File: src/source/clic_pkg.sv
// clic package with the shared widths, CSR map, opcodes and request types
`default_nettype none

package clic_pkg;

  // widths and sizes
  localparam int IMemAddrWidth = 16;
  localparam int PrioWidth     = 3;
  localparam int PrioNum       = 8;
  localparam int VecSize       = 8;
  localparam int VecWidth      = $clog2(VecSize);

  typedef logic [31:0]              word;
  typedef logic [11:0]              csr_addr_t;
  typedef logic [IMemAddrWidth-1:0] imem_addr_t;
  typedef logic [PrioWidth-1:0]     prio_t;
  typedef logic [VecWidth-1:0]      vec_t;

  // CSR map
  localparam csr_addr_t TimerAddr      = 12'h400;
  localparam csr_addr_t MIntThreshAddr = 12'h347;
  localparam csr_addr_t StackDepthAddr = 12'h350;
  localparam csr_addr_t VecCsrBase     = 12'hb00;
  localparam csr_addr_t EntryCsrBase   = 12'hb20;

  // funct3 style encoding, bit 2 selects the immediate form
  typedef enum logic [2:0] {
    CSR_RW  = 3'b001,
    CSR_RS  = 3'b010,
    CSR_RC  = 3'b011,
    CSR_RWI = 3'b101,
    CSR_RSI = 3'b110,
    CSR_RCI = 3'b111
  } csr_op_t;

  typedef struct packed {
    logic      enable;
    csr_addr_t addr;
    csr_op_t   op;
    logic [4:0] zimm;
    word       data;
  } csr_req_t;

  // pend bit sits in the lsb so a 5 bit immediate reaches every field
  typedef struct packed {
    prio_t prio;
    logic  enabled;
    logic  pended;
  } entry_t;

  typedef struct packed {
    imem_addr_t addr;
    prio_t      prio;
  } stack_entry_t;

  typedef enum logic {
    PC_NORMAL    = 1'b0,
    PC_INTERRUPT = 1'b1
  } pc_sel_t;

  // pc of all ones marks a return from a handler
  localparam imem_addr_t RetMarker = '1;

endpackage

`default_nettype wire

File: src/source/clic.sv
// clic is the core-local interrupt controller with take, tail-chain and return
`timescale 1ns/1ps
`default_nettype none

module clic (
  input  logic                 clk,
  input  logic                 reset,
  input  clic_pkg::csr_req_t   csr_req,
  input  clic_pkg::imem_addr_t pc_in,
  output clic_pkg::word        csr_out,
  output clic_pkg::imem_addr_t int_addr,
  output clic_pkg::pc_sel_t    pc_sel,
  output clic_pkg::prio_t      level_out,
  output logic                 interrupt_out
);
  import clic_pkg::*;

  // vectors are word addresses, two lsbs dropped
  localparam int VecStoreWidth = IMemAddrWidth - 2;

  logic tick;
  word  timer_rd;

  csr_timer u_timer (
    .clk    (clk),
    .reset  (reset),
    .csr_req(csr_req),
    .tick   (tick),
    .rd_data(timer_rd)
  );

  prio_t thresh;
  prio_t thresh_data;
  logic  thresh_we;
  word   thresh_rd;

  csr_reg #(
    .CsrWidth(PrioWidth),
    .Addr    (MIntThreshAddr)
  ) u_thresh (
    .clk     (clk),
    .reset   (reset),
    .csr_req (csr_req),
    .ext_we  (thresh_we),
    .ext_data(thresh_data),
    .value   (thresh),
    .rd_data (thresh_rd)
  );

  logic [VecStoreWidth-1:0] vec_value [VecSize];
  word                      vec_rd    [VecSize];
  entry_t                   entries   [VecSize];
  entry_t                   entry_wdata [VecSize];
  logic                     entry_we  [VecSize];
  word                      entry_rd  [VecSize];

  for (genvar k = 0; k < VecSize; k++) begin : gen_slot
    csr_reg #(
      .CsrWidth(VecStoreWidth),
      .Addr    (VecCsrBase + csr_addr_t'(k))
    ) u_vec (
      .clk     (clk),
      .reset   (reset),
      .csr_req (csr_req),
      .ext_we  (1'b0),
      .ext_data('0),
      .value   (vec_value[k]),
      .rd_data (vec_rd[k])
    );

    csr_reg #(
      .CsrWidth($bits(entry_t)),
      .Addr    (EntryCsrBase + csr_addr_t'(k))
    ) u_entry (
      .clk     (clk),
      .reset   (reset),
      .csr_req (csr_req),
      .ext_we  (entry_we[k]),
      .ext_data(entry_wdata[k]),
      .value   (entries[k]),
      .rd_data (entry_rd[k])
    );
  end

  logic         push;
  logic         pop;
  stack_entry_t push_data;
  stack_entry_t stack_top;

  assign push_data = '{addr: pc_in, prio: thresh};

  epc_stack #(
    .Depth(PrioNum)
  ) u_stack (
    .clk    (clk),
    .reset  (reset),
    .push   (push),
    .pop    (pop),
    .data_in(push_data),
    .top    (stack_top),
    .depth  (level_out)
  );

  logic  found;
  prio_t best_prio;
  vec_t  best_index;

  prio_select u_select (
    .entries   (entries),
    .floor     (thresh),
    .found     (found),
    .best_prio (best_prio),
    .best_index(best_index)
  );

  logic is_ret;
  logic take;
  logic chain;

  assign is_ret = (pc_in == RetMarker);
  assign take   = found && (best_prio > thresh);
  assign chain  = is_ret && found && !take;

  always_comb begin
    push          = 1'b0;
    pop           = 1'b0;
    thresh_we     = 1'b0;
    thresh_data   = best_prio;
    int_addr      = pc_in;
    pc_sel        = PC_NORMAL;
    interrupt_out = 1'b0;
    for (int k = 0; k < VecSize; k++) begin
      entry_we[k]    = 1'b0;
      entry_wdata[k] = entries[k];
    end

    // timer pends slot 0
    if (tick) begin
      entry_we[0]           = 1'b1;
      entry_wdata[0].pended = 1'b1;
    end

    if (take || chain) begin
      int_addr      = {vec_value[best_index], 2'b00};
      pc_sel        = PC_INTERRUPT;
      interrupt_out = 1'b1;
      entry_we[best_index] = 1'b1;
      // a tick arriving while slot 0 is taken stays pending
      entry_wdata[best_index].pended = tick && (best_index == '0);
    end

    if (take) begin
      push      = 1'b1;
      thresh_we = 1'b1;
    end else if (is_ret && !chain) begin
      // return to the interrupted code and restore its threshold
      pop         = 1'b1;
      thresh_we   = 1'b1;
      thresh_data = stack_top.prio;
      int_addr    = stack_top.addr;
      pc_sel      = PC_INTERRUPT;
    end
  end

  word depth_rd;

  assign depth_rd = (csr_req.addr == StackDepthAddr) ? word'(level_out) : '0;

  // unaddressed registers read 0, so a plain OR is the readback mux
  always_comb begin
    csr_out = timer_rd | thresh_rd | depth_rd;
    for (int k = 0; k < VecSize; k++) begin
      csr_out = csr_out | vec_rd[k] | entry_rd[k];
    end
  end

endmodule

`default_nettype wire

File: src/source/csr_reg.sv
// csr_reg holds one CSR of configurable width, applies CSR ops and an external write
`timescale 1ns/1ps
`default_nettype none

module csr_reg #(
  parameter int                  CsrWidth = 32,
  parameter clic_pkg::csr_addr_t Addr     = 12'h000
) (
  input  logic                 clk,
  input  logic                 reset,
  input  clic_pkg::csr_req_t   csr_req,
  input  logic                 ext_we,
  input  logic [CsrWidth-1:0]  ext_data,
  output logic [CsrWidth-1:0]  value,
  output clic_pkg::word        rd_data
);
  import clic_pkg::*;

  logic hit;
  logic csr_we;
  word  operand;
  word  current;
  word  next_value;

  assign hit = (csr_req.addr == Addr);

  always_comb begin
    operand = csr_req.data;
    if (csr_req.op inside {CSR_RWI, CSR_RSI, CSR_RCI}) begin
      operand = word'(csr_req.zimm);
    end
    current = word'(value);
    csr_we  = csr_req.enable && hit;
    case (csr_req.op)
      CSR_RW, CSR_RWI: next_value = operand;
      CSR_RS, CSR_RSI: next_value = current | operand;
      CSR_RC, CSR_RCI: next_value = current & ~operand;
      default: begin
        next_value = current;
        csr_we     = 1'b0;
      end
    endcase
  end

  // hardware updates take precedence over the core
  always_ff @(posedge clk) begin
    if (reset) begin
      value <= '0;
    end else if (ext_we) begin
      value <= ext_data;
    end else if (csr_we) begin
      value <= next_value[CsrWidth-1:0];
    end
  end

  // zero when not addressed so readbacks can be OR-ed
  assign rd_data = hit ? word'(value) : '0;

endmodule

`default_nettype wire

File: src/source/csr_timer.sv
// csr_timer is the period CSR plus a cycle counter that pulses tick for slot 0
`timescale 1ns/1ps
`default_nettype none

module csr_timer (
  input  logic               clk,
  input  logic               reset,
  input  clic_pkg::csr_req_t csr_req,
  output logic               tick,
  output clic_pkg::word      rd_data
);
  import clic_pkg::*;

  word period;
  word count;

  csr_reg #(
    .CsrWidth(32),
    .Addr    (TimerAddr)
  ) u_period (
    .clk     (clk),
    .reset   (reset),
    .csr_req (csr_req),
    .ext_we  (1'b0),
    .ext_data('0),
    .value   (period),
    .rd_data (rd_data)
  );

  // >= so that shrinking the period below the count still fires
  assign tick = (period != '0) && (count >= period);

  always_ff @(posedge clk) begin
    if (reset) begin
      count <= '0;
    end else if (period == '0) begin
      // stopped timer
      count <= '0;
    end else if (tick) begin
      count <= '0;
    end else begin
      count <= count + 32'd1;
    end
  end

endmodule

`default_nettype wire

File: src/source/epc_stack.sv
// epc_stack is a LIFO of return address and saved threshold for nested handlers
`timescale 1ns/1ps
`default_nettype none

module epc_stack #(
  parameter int Depth = clic_pkg::PrioNum
) (
  input  logic                   clk,
  input  logic                   reset,
  input  logic                   push,
  input  logic                   pop,
  input  clic_pkg::stack_entry_t data_in,
  output clic_pkg::stack_entry_t top,
  output clic_pkg::prio_t        depth
);
  import clic_pkg::*;

  // every take raises the threshold, so nesting stops at Depth-1 levels
  stack_entry_t mem [Depth-1];

  logic full;
  logic empty;

  assign full  = (depth == prio_t'(Depth - 1));
  assign empty = (depth == '0);

  always_ff @(posedge clk) begin
    if (reset) begin
      depth <= '0;
    end else if (push && !full) begin
      depth <= depth + prio_t'(1);
    end else if (pop && !empty) begin
      depth <= depth - prio_t'(1);
    end
  end

  always_ff @(posedge clk) begin
    if (push && !full) begin
      mem[depth] <= data_in;
    end
  end

  assign top = empty ? '0 : mem[depth - prio_t'(1)];

endmodule

`default_nettype wire

File: src/source/prio_select.sv
// prio_select scans the entry table for the best enabled and pended slot
`timescale 1ns/1ps
`default_nettype none

module prio_select (
  input  clic_pkg::entry_t entries [clic_pkg::VecSize],
  input  clic_pkg::prio_t  floor,
  output logic             found,
  output clic_pkg::prio_t  best_prio,
  output clic_pkg::vec_t   best_index
);
  import clic_pkg::*;

  logic eligible [VecSize];

  always_comb begin
    for (int k = 0; k < VecSize; k++) begin
      eligible[k] = entries[k].enabled && entries[k].pended &&
                    (entries[k].prio >= floor);
    end
  end

  // ascending scan with >= lets the higher index win a tie
  always_comb begin
    found      = 1'b0;
    best_prio  = floor;
    best_index = '0;
    for (int k = 0; k < VecSize; k++) begin
      if (eligible[k] && (!found || (entries[k].prio >= best_prio))) begin
        found      = 1'b1;
        best_prio  = entries[k].prio;
        best_index = vec_t'(k);
      end
    end
  end

endmodule

`default_nettype wire

File: config.mk
export PLATFORM = sky130hd
export DESIGN_NAME = clic
export DESIGN_NICKNAME = d
export VERILOG_FILES = /design/src/source/clic_pkg.sv /design/src/source/clic.sv /design/src/source/csr_reg.sv /design/src/source/csr_timer.sv /design/src/source/epc_stack.sv /design/src/source/prio_select.sv
export SDC_FILE = /design/constraint.sdc
export NUM_CORES = 1
export LEC_CHECK = 0
export ABC_AREA = 1
export BUFFER_PORTS_ARGS = -buffer_cell sky130_fd_sc_hd__buf_4
export CAP_MARGIN = 25
export CORE_ASPECT_RATIO = 0.5
export CORE_MARGIN = 3
export CORE_UTILIZATION = 35
export CTS_CLUSTER_SIZE = 16
export DETAILED_ROUTE_END_ITERATION = 12
export PLACE_DENSITY = 0.53
export SETUP_SLACK_MARGIN = 0.3
export SYNTH_ARGS = -nofsm -noshare
export SYNTH_HDL_FRONTEND = slang
export SYNTH_SLANG_ARGS = --single-unit
File: constraint.sdc
create_clock -name clk -period 14.6 [get_ports clk]
set_clock_uncertainty 0.05 [all_clocks]
set_input_delay 2.92 -clock clk [delete_from_list [all_inputs] [get_ports clk]]
set_output_delay 2.92 -clock clk [all_outputs]
set_load 0.02 [all_outputs]
==> flow_summary_export.csv <==
group,metric,value,unit
floorplan,die_x,344,um
synthesis,yosys.area_share.simple,23.0,%
run_status,outcome,"finished, final reports clean",
critical_path,cp_num_buf_inv,15,
drt,initialDrtViolationCount,2228,
cts,path_clk_slew,70,ps
critical_path,cp_common_cell,"nand2_1",
timing,period_share,91.1,%
drt,viasPerCell,5.62,
timing,setup_viol,0,
placement,gp_congestion,0.937,
layout,fin_nets,2822,
critical_path,r2r_cells,84,
critical_path,endpoint_kind,"output port",
power,peakVddDrop,70.9,uV
critical_path,cp-startpoint,"u_thresh.value[2]$_SDFFE_PP0P_",
run,cap_violations,0,
placement,dp_slack,752,ps
floorplan,io_pins,124,
cts,cts_inserted_buffers,37,
layout,final_core_util,41.6,%
global_route,grt_pass1_wl,111,mm
power,power_leakage,8.75,nW
critical_path,crit_slowest_cell,"dfxtp_4",
critical_path,critical_path.max_fanout,9,
synthesis,synth_top_flop_cell,"dfxtp_1",
placement,hpwl,51.6,mm
global_route,grt_pass1_vias,17500,
synthesis,syn_area_per_cell,7.78,um2
drt,dr.pass1.iters,6,
global_route,grt_usage,24.0,%
placement,io_buffers,123,
drt,dr_total_vias,19400,
critical_path,reg2reg_to,"u_stack.mem[1][7]$_DFFE_PP_",
synthesis,syn_inst,2566,
critical_path,rrSetupSlack,4180,ps
global_route,antenna_found_initial,0,
synthesis,synth_edf_count,133,
cts,cts-htree-levels,2,
floorplan,dieArea,60100,um2
min_path,hold_path_class,"reg -> reg",
synthesis,synth_compound_gate_area_share,20.4,%
critical_path,cp_top_family,"simple AND/OR/NAND/NOR gates",
cts,cts_sinks,355,
timing,maxSlewViolCount,0,
synthesis,yosys_warnings,0,
layout,layout_common_cells,"nand2_1, inv_1, nor2_1, o21ai_0, dfxtp_1",
critical_path,crit_required,11630,ps
drt,drc,0,
min_path,hold_depth,1,
layout,nFillCells,5679,
synthesis,synth_fp_nets,2716,
critical_path,slowest_delay,380,ps
floorplan,std_cell_rows,61,
timing,rsz0062_at_grt,"no",
synthesis,synth.distinct_cells,62,
layout,area_delta_synth_final,16.6,%
critical_path,critical_path_arrival,10330,ps
cts,clk_latency,550,ps
critical_path,critical_path.endpoint,"int_addr[3]",
timing,tns,0,ps
synthesis,synth_top_family_by_area,"simple AND/OR/NAND/NOR gates",
timing,max_freq,75.2,MHz
floorplan,start_util,35.7,%
synthesis,synthXorXnorAreaFrac,0.351,%
layout,layout-drive-gt1-share,13.8,%
power,cellPowerDensity,95.0,nW/um2
cts,cts_tree,"done",
timing,worst_pin_slew,1060,ps
global_route,grt_overflow_total,0,
drt,ant_nets,0,
synthesis,syn_area,20000,um2
floorplan,die_y,175,um
global_route,grt_start_max_net_pins,83,
layout,final_common_cell,"nand2_1",
cts,root_buffer,"clkbuf_16",
timing,slew_headroom,28.9,%
timing,hold_viol,0,
synthesis,ys_seq_elements,355,
layout,diodes,0,
timing,hold_ws,418,ps
synthesis,seq_area_frac_synth,42.3,%
critical_path,r2r-start,"u_thresh.value[2]$_SDFFE_PP0P_",
critical_path,crit_type,"reg -> out",
synthesis,synthMuxAreaShare,0.282,%
timing,period_minus_slack,13300,ps
drt,routedWlPerCell,21.6,um
synthesis,synthArstFlopShare,0,%
synthesis,synthAdderAreaFrac,4.95,%
cts,clk_path_buf_depth,3,
drt,wirelength,74.6,mm
critical_path,path_depth,87,
floorplan,core_area,55900,um2
critical_path,start_kind,"register",
timing,setup_ws,1300,ps
cts,cts_hold_buf,0,
==> per-stage QoR <==
stage          instances  power [mW]  area, um2
2_1_floorplan       2566        1.10      20000
3_3_place_gp        3377        1.15      21700
3_5_place_dp        3379        1.16      21800
4_1_cts             3449        2.22      23200
5_1_grt             3456        2.27      23300
6_report            3456        2.21      23300
==> Yosys cell counts (8+ instances only) <==
cell type / count / area share (%)
clkinv_1: 8 / 0.15
nand2_2: 29 / 0.91
buf_4: 8 / 0.30
inv_1: 320 / 6.0
o211ai_1: 39 / 1.5
a21oi_1: 161 / 4.0
nor2_2: 12 / 0.38
edfxtp_1: 133 / 20
dfxtp_1: 222 / 22
a221oi_1: 84 / 3.7
nand3_2: 13 / 0.65
clkbuf_1: 91 / 1.7
nor3_1: 28 / 0.70
nand3b_1: 8 / 0.30
nor4_1: 9 / 0.28
ha_1: 79 / 5.0
a31oi_1: 8 / 0.25
nand2_4: 14 / 0.79
nand4_1: 47 / 1.5
nor3b_1: 10 / 0.38
o21ai_0: 246 / 6.2
nor2_1: 243 / 4.6
o22ai_1: 61 / 1.9
nand3_1: 146 / 3.7
o2111ai_1: 10 / 0.44
nand2_1: 428 / 8.0
a211oi_1: 14 / 0.53
==> worst min path at each step <==
| stage | start | endpoint | slack, ps |
|---|---|---|---|
| detailed placement | u_timer.count[0]$_SDFF_PP0_ | u_timer.count[0]$_SDFF_PP0_ | 410 |
| global placement | u_timer.count[0]$_SDFF_PP0_ | u_timer.count[0]$_SDFF_PP0_ | 400 |
| floorplan | u_timer.count[0]$_SDFF_PP0_ | u_timer.count[0]$_SDFF_PP0_ | 380 |
| finish | u_timer.count[0]$_SDFF_PP0_ | u_timer.count[0]$_SDFF_PP0_ | 420 |
| global route | gen_slot[2].u_vec.value[4]$_SDFFE_PP0P_ | gen_slot[2].u_vec.value[4]$_SDFFE_PP0P_ | 450 |
| CTS | u_timer.count[0]$_SDFF_PP0_ | u_timer.count[0]$_SDFF_PP0_ | 420 |
==> cell families after synthesis <==
family	after synthesis
AND/OR/NAND/NOR	1005
XOR/XNOR	8
adder cells (fa/ha/maj)	79
AO/OA/AOI/OAI	667
flip-flops	355
buffers and inverters	447
multiplexers	5
==> worst register-to-register path: cells and delay by family, from the launching register on <==
family	cells	cell delay (ps)
buffers and inverters	16	1420
AND/OR/NAND/NOR	40	3660
adder cells (fa/ha/maj)	9	2450
flip-flops	1	380
AO/OA/AOI/OAI	19	2130
==> cell type report <==
cell class | instances | area, um2 | area share (%)
multi-input combinational | 1764 | 9870 | 42.4
sequential | 355 | 8450 | 36.3
timing repair buffer | 182 | 1400 | 6.03
inverter | 332 | 1250 | 5.36
clock buffer | 47 | 1050 | 4.53
tap | 756 | 946 | 4.06
clock inverter | 20 | 305 | 1.31
==> sequential cells by signal, summed over array words and instances (netlist names) <==
register,count
u_stack.mem,133
gen_slot.u_vec.value,112
gen_slot.u_entry.value,40
u_timer.count,32
u_timer.u_period.value,32
u_stack.depth,3
u_thresh.value,3
==> routing by layer <==
layer	routed length [um]	vias up	part of all wire, %	track usage, %
li1	-	9119	-	-
met1	34300	9285	46	35.6
met2	31900	899	43	36.2
met3	6860	120	9.2	4.60
met4	1550	0	2.1	4.79
met5	0	-	0	0
==> timing repair <==
item | CTS | global route
cloned | 0 | 0
resized for setup | 1 | 33
buffers inserted | 3 | 6
setup endpoints to repair | 4 | 18
pin swaps | 0 | 5
==> report_power, final <==
| group | switching [mW] | total, mW | internal, mW |
|---|---|---|---|
| sequential | 0.0000381 | 1.02 | 1.02 |
| combinational | 0.0830 | 0.113 | 0.0299 |
| clock | 0.435 | 1.07 | 0.640 |
(Power assumes the default switching activity.)
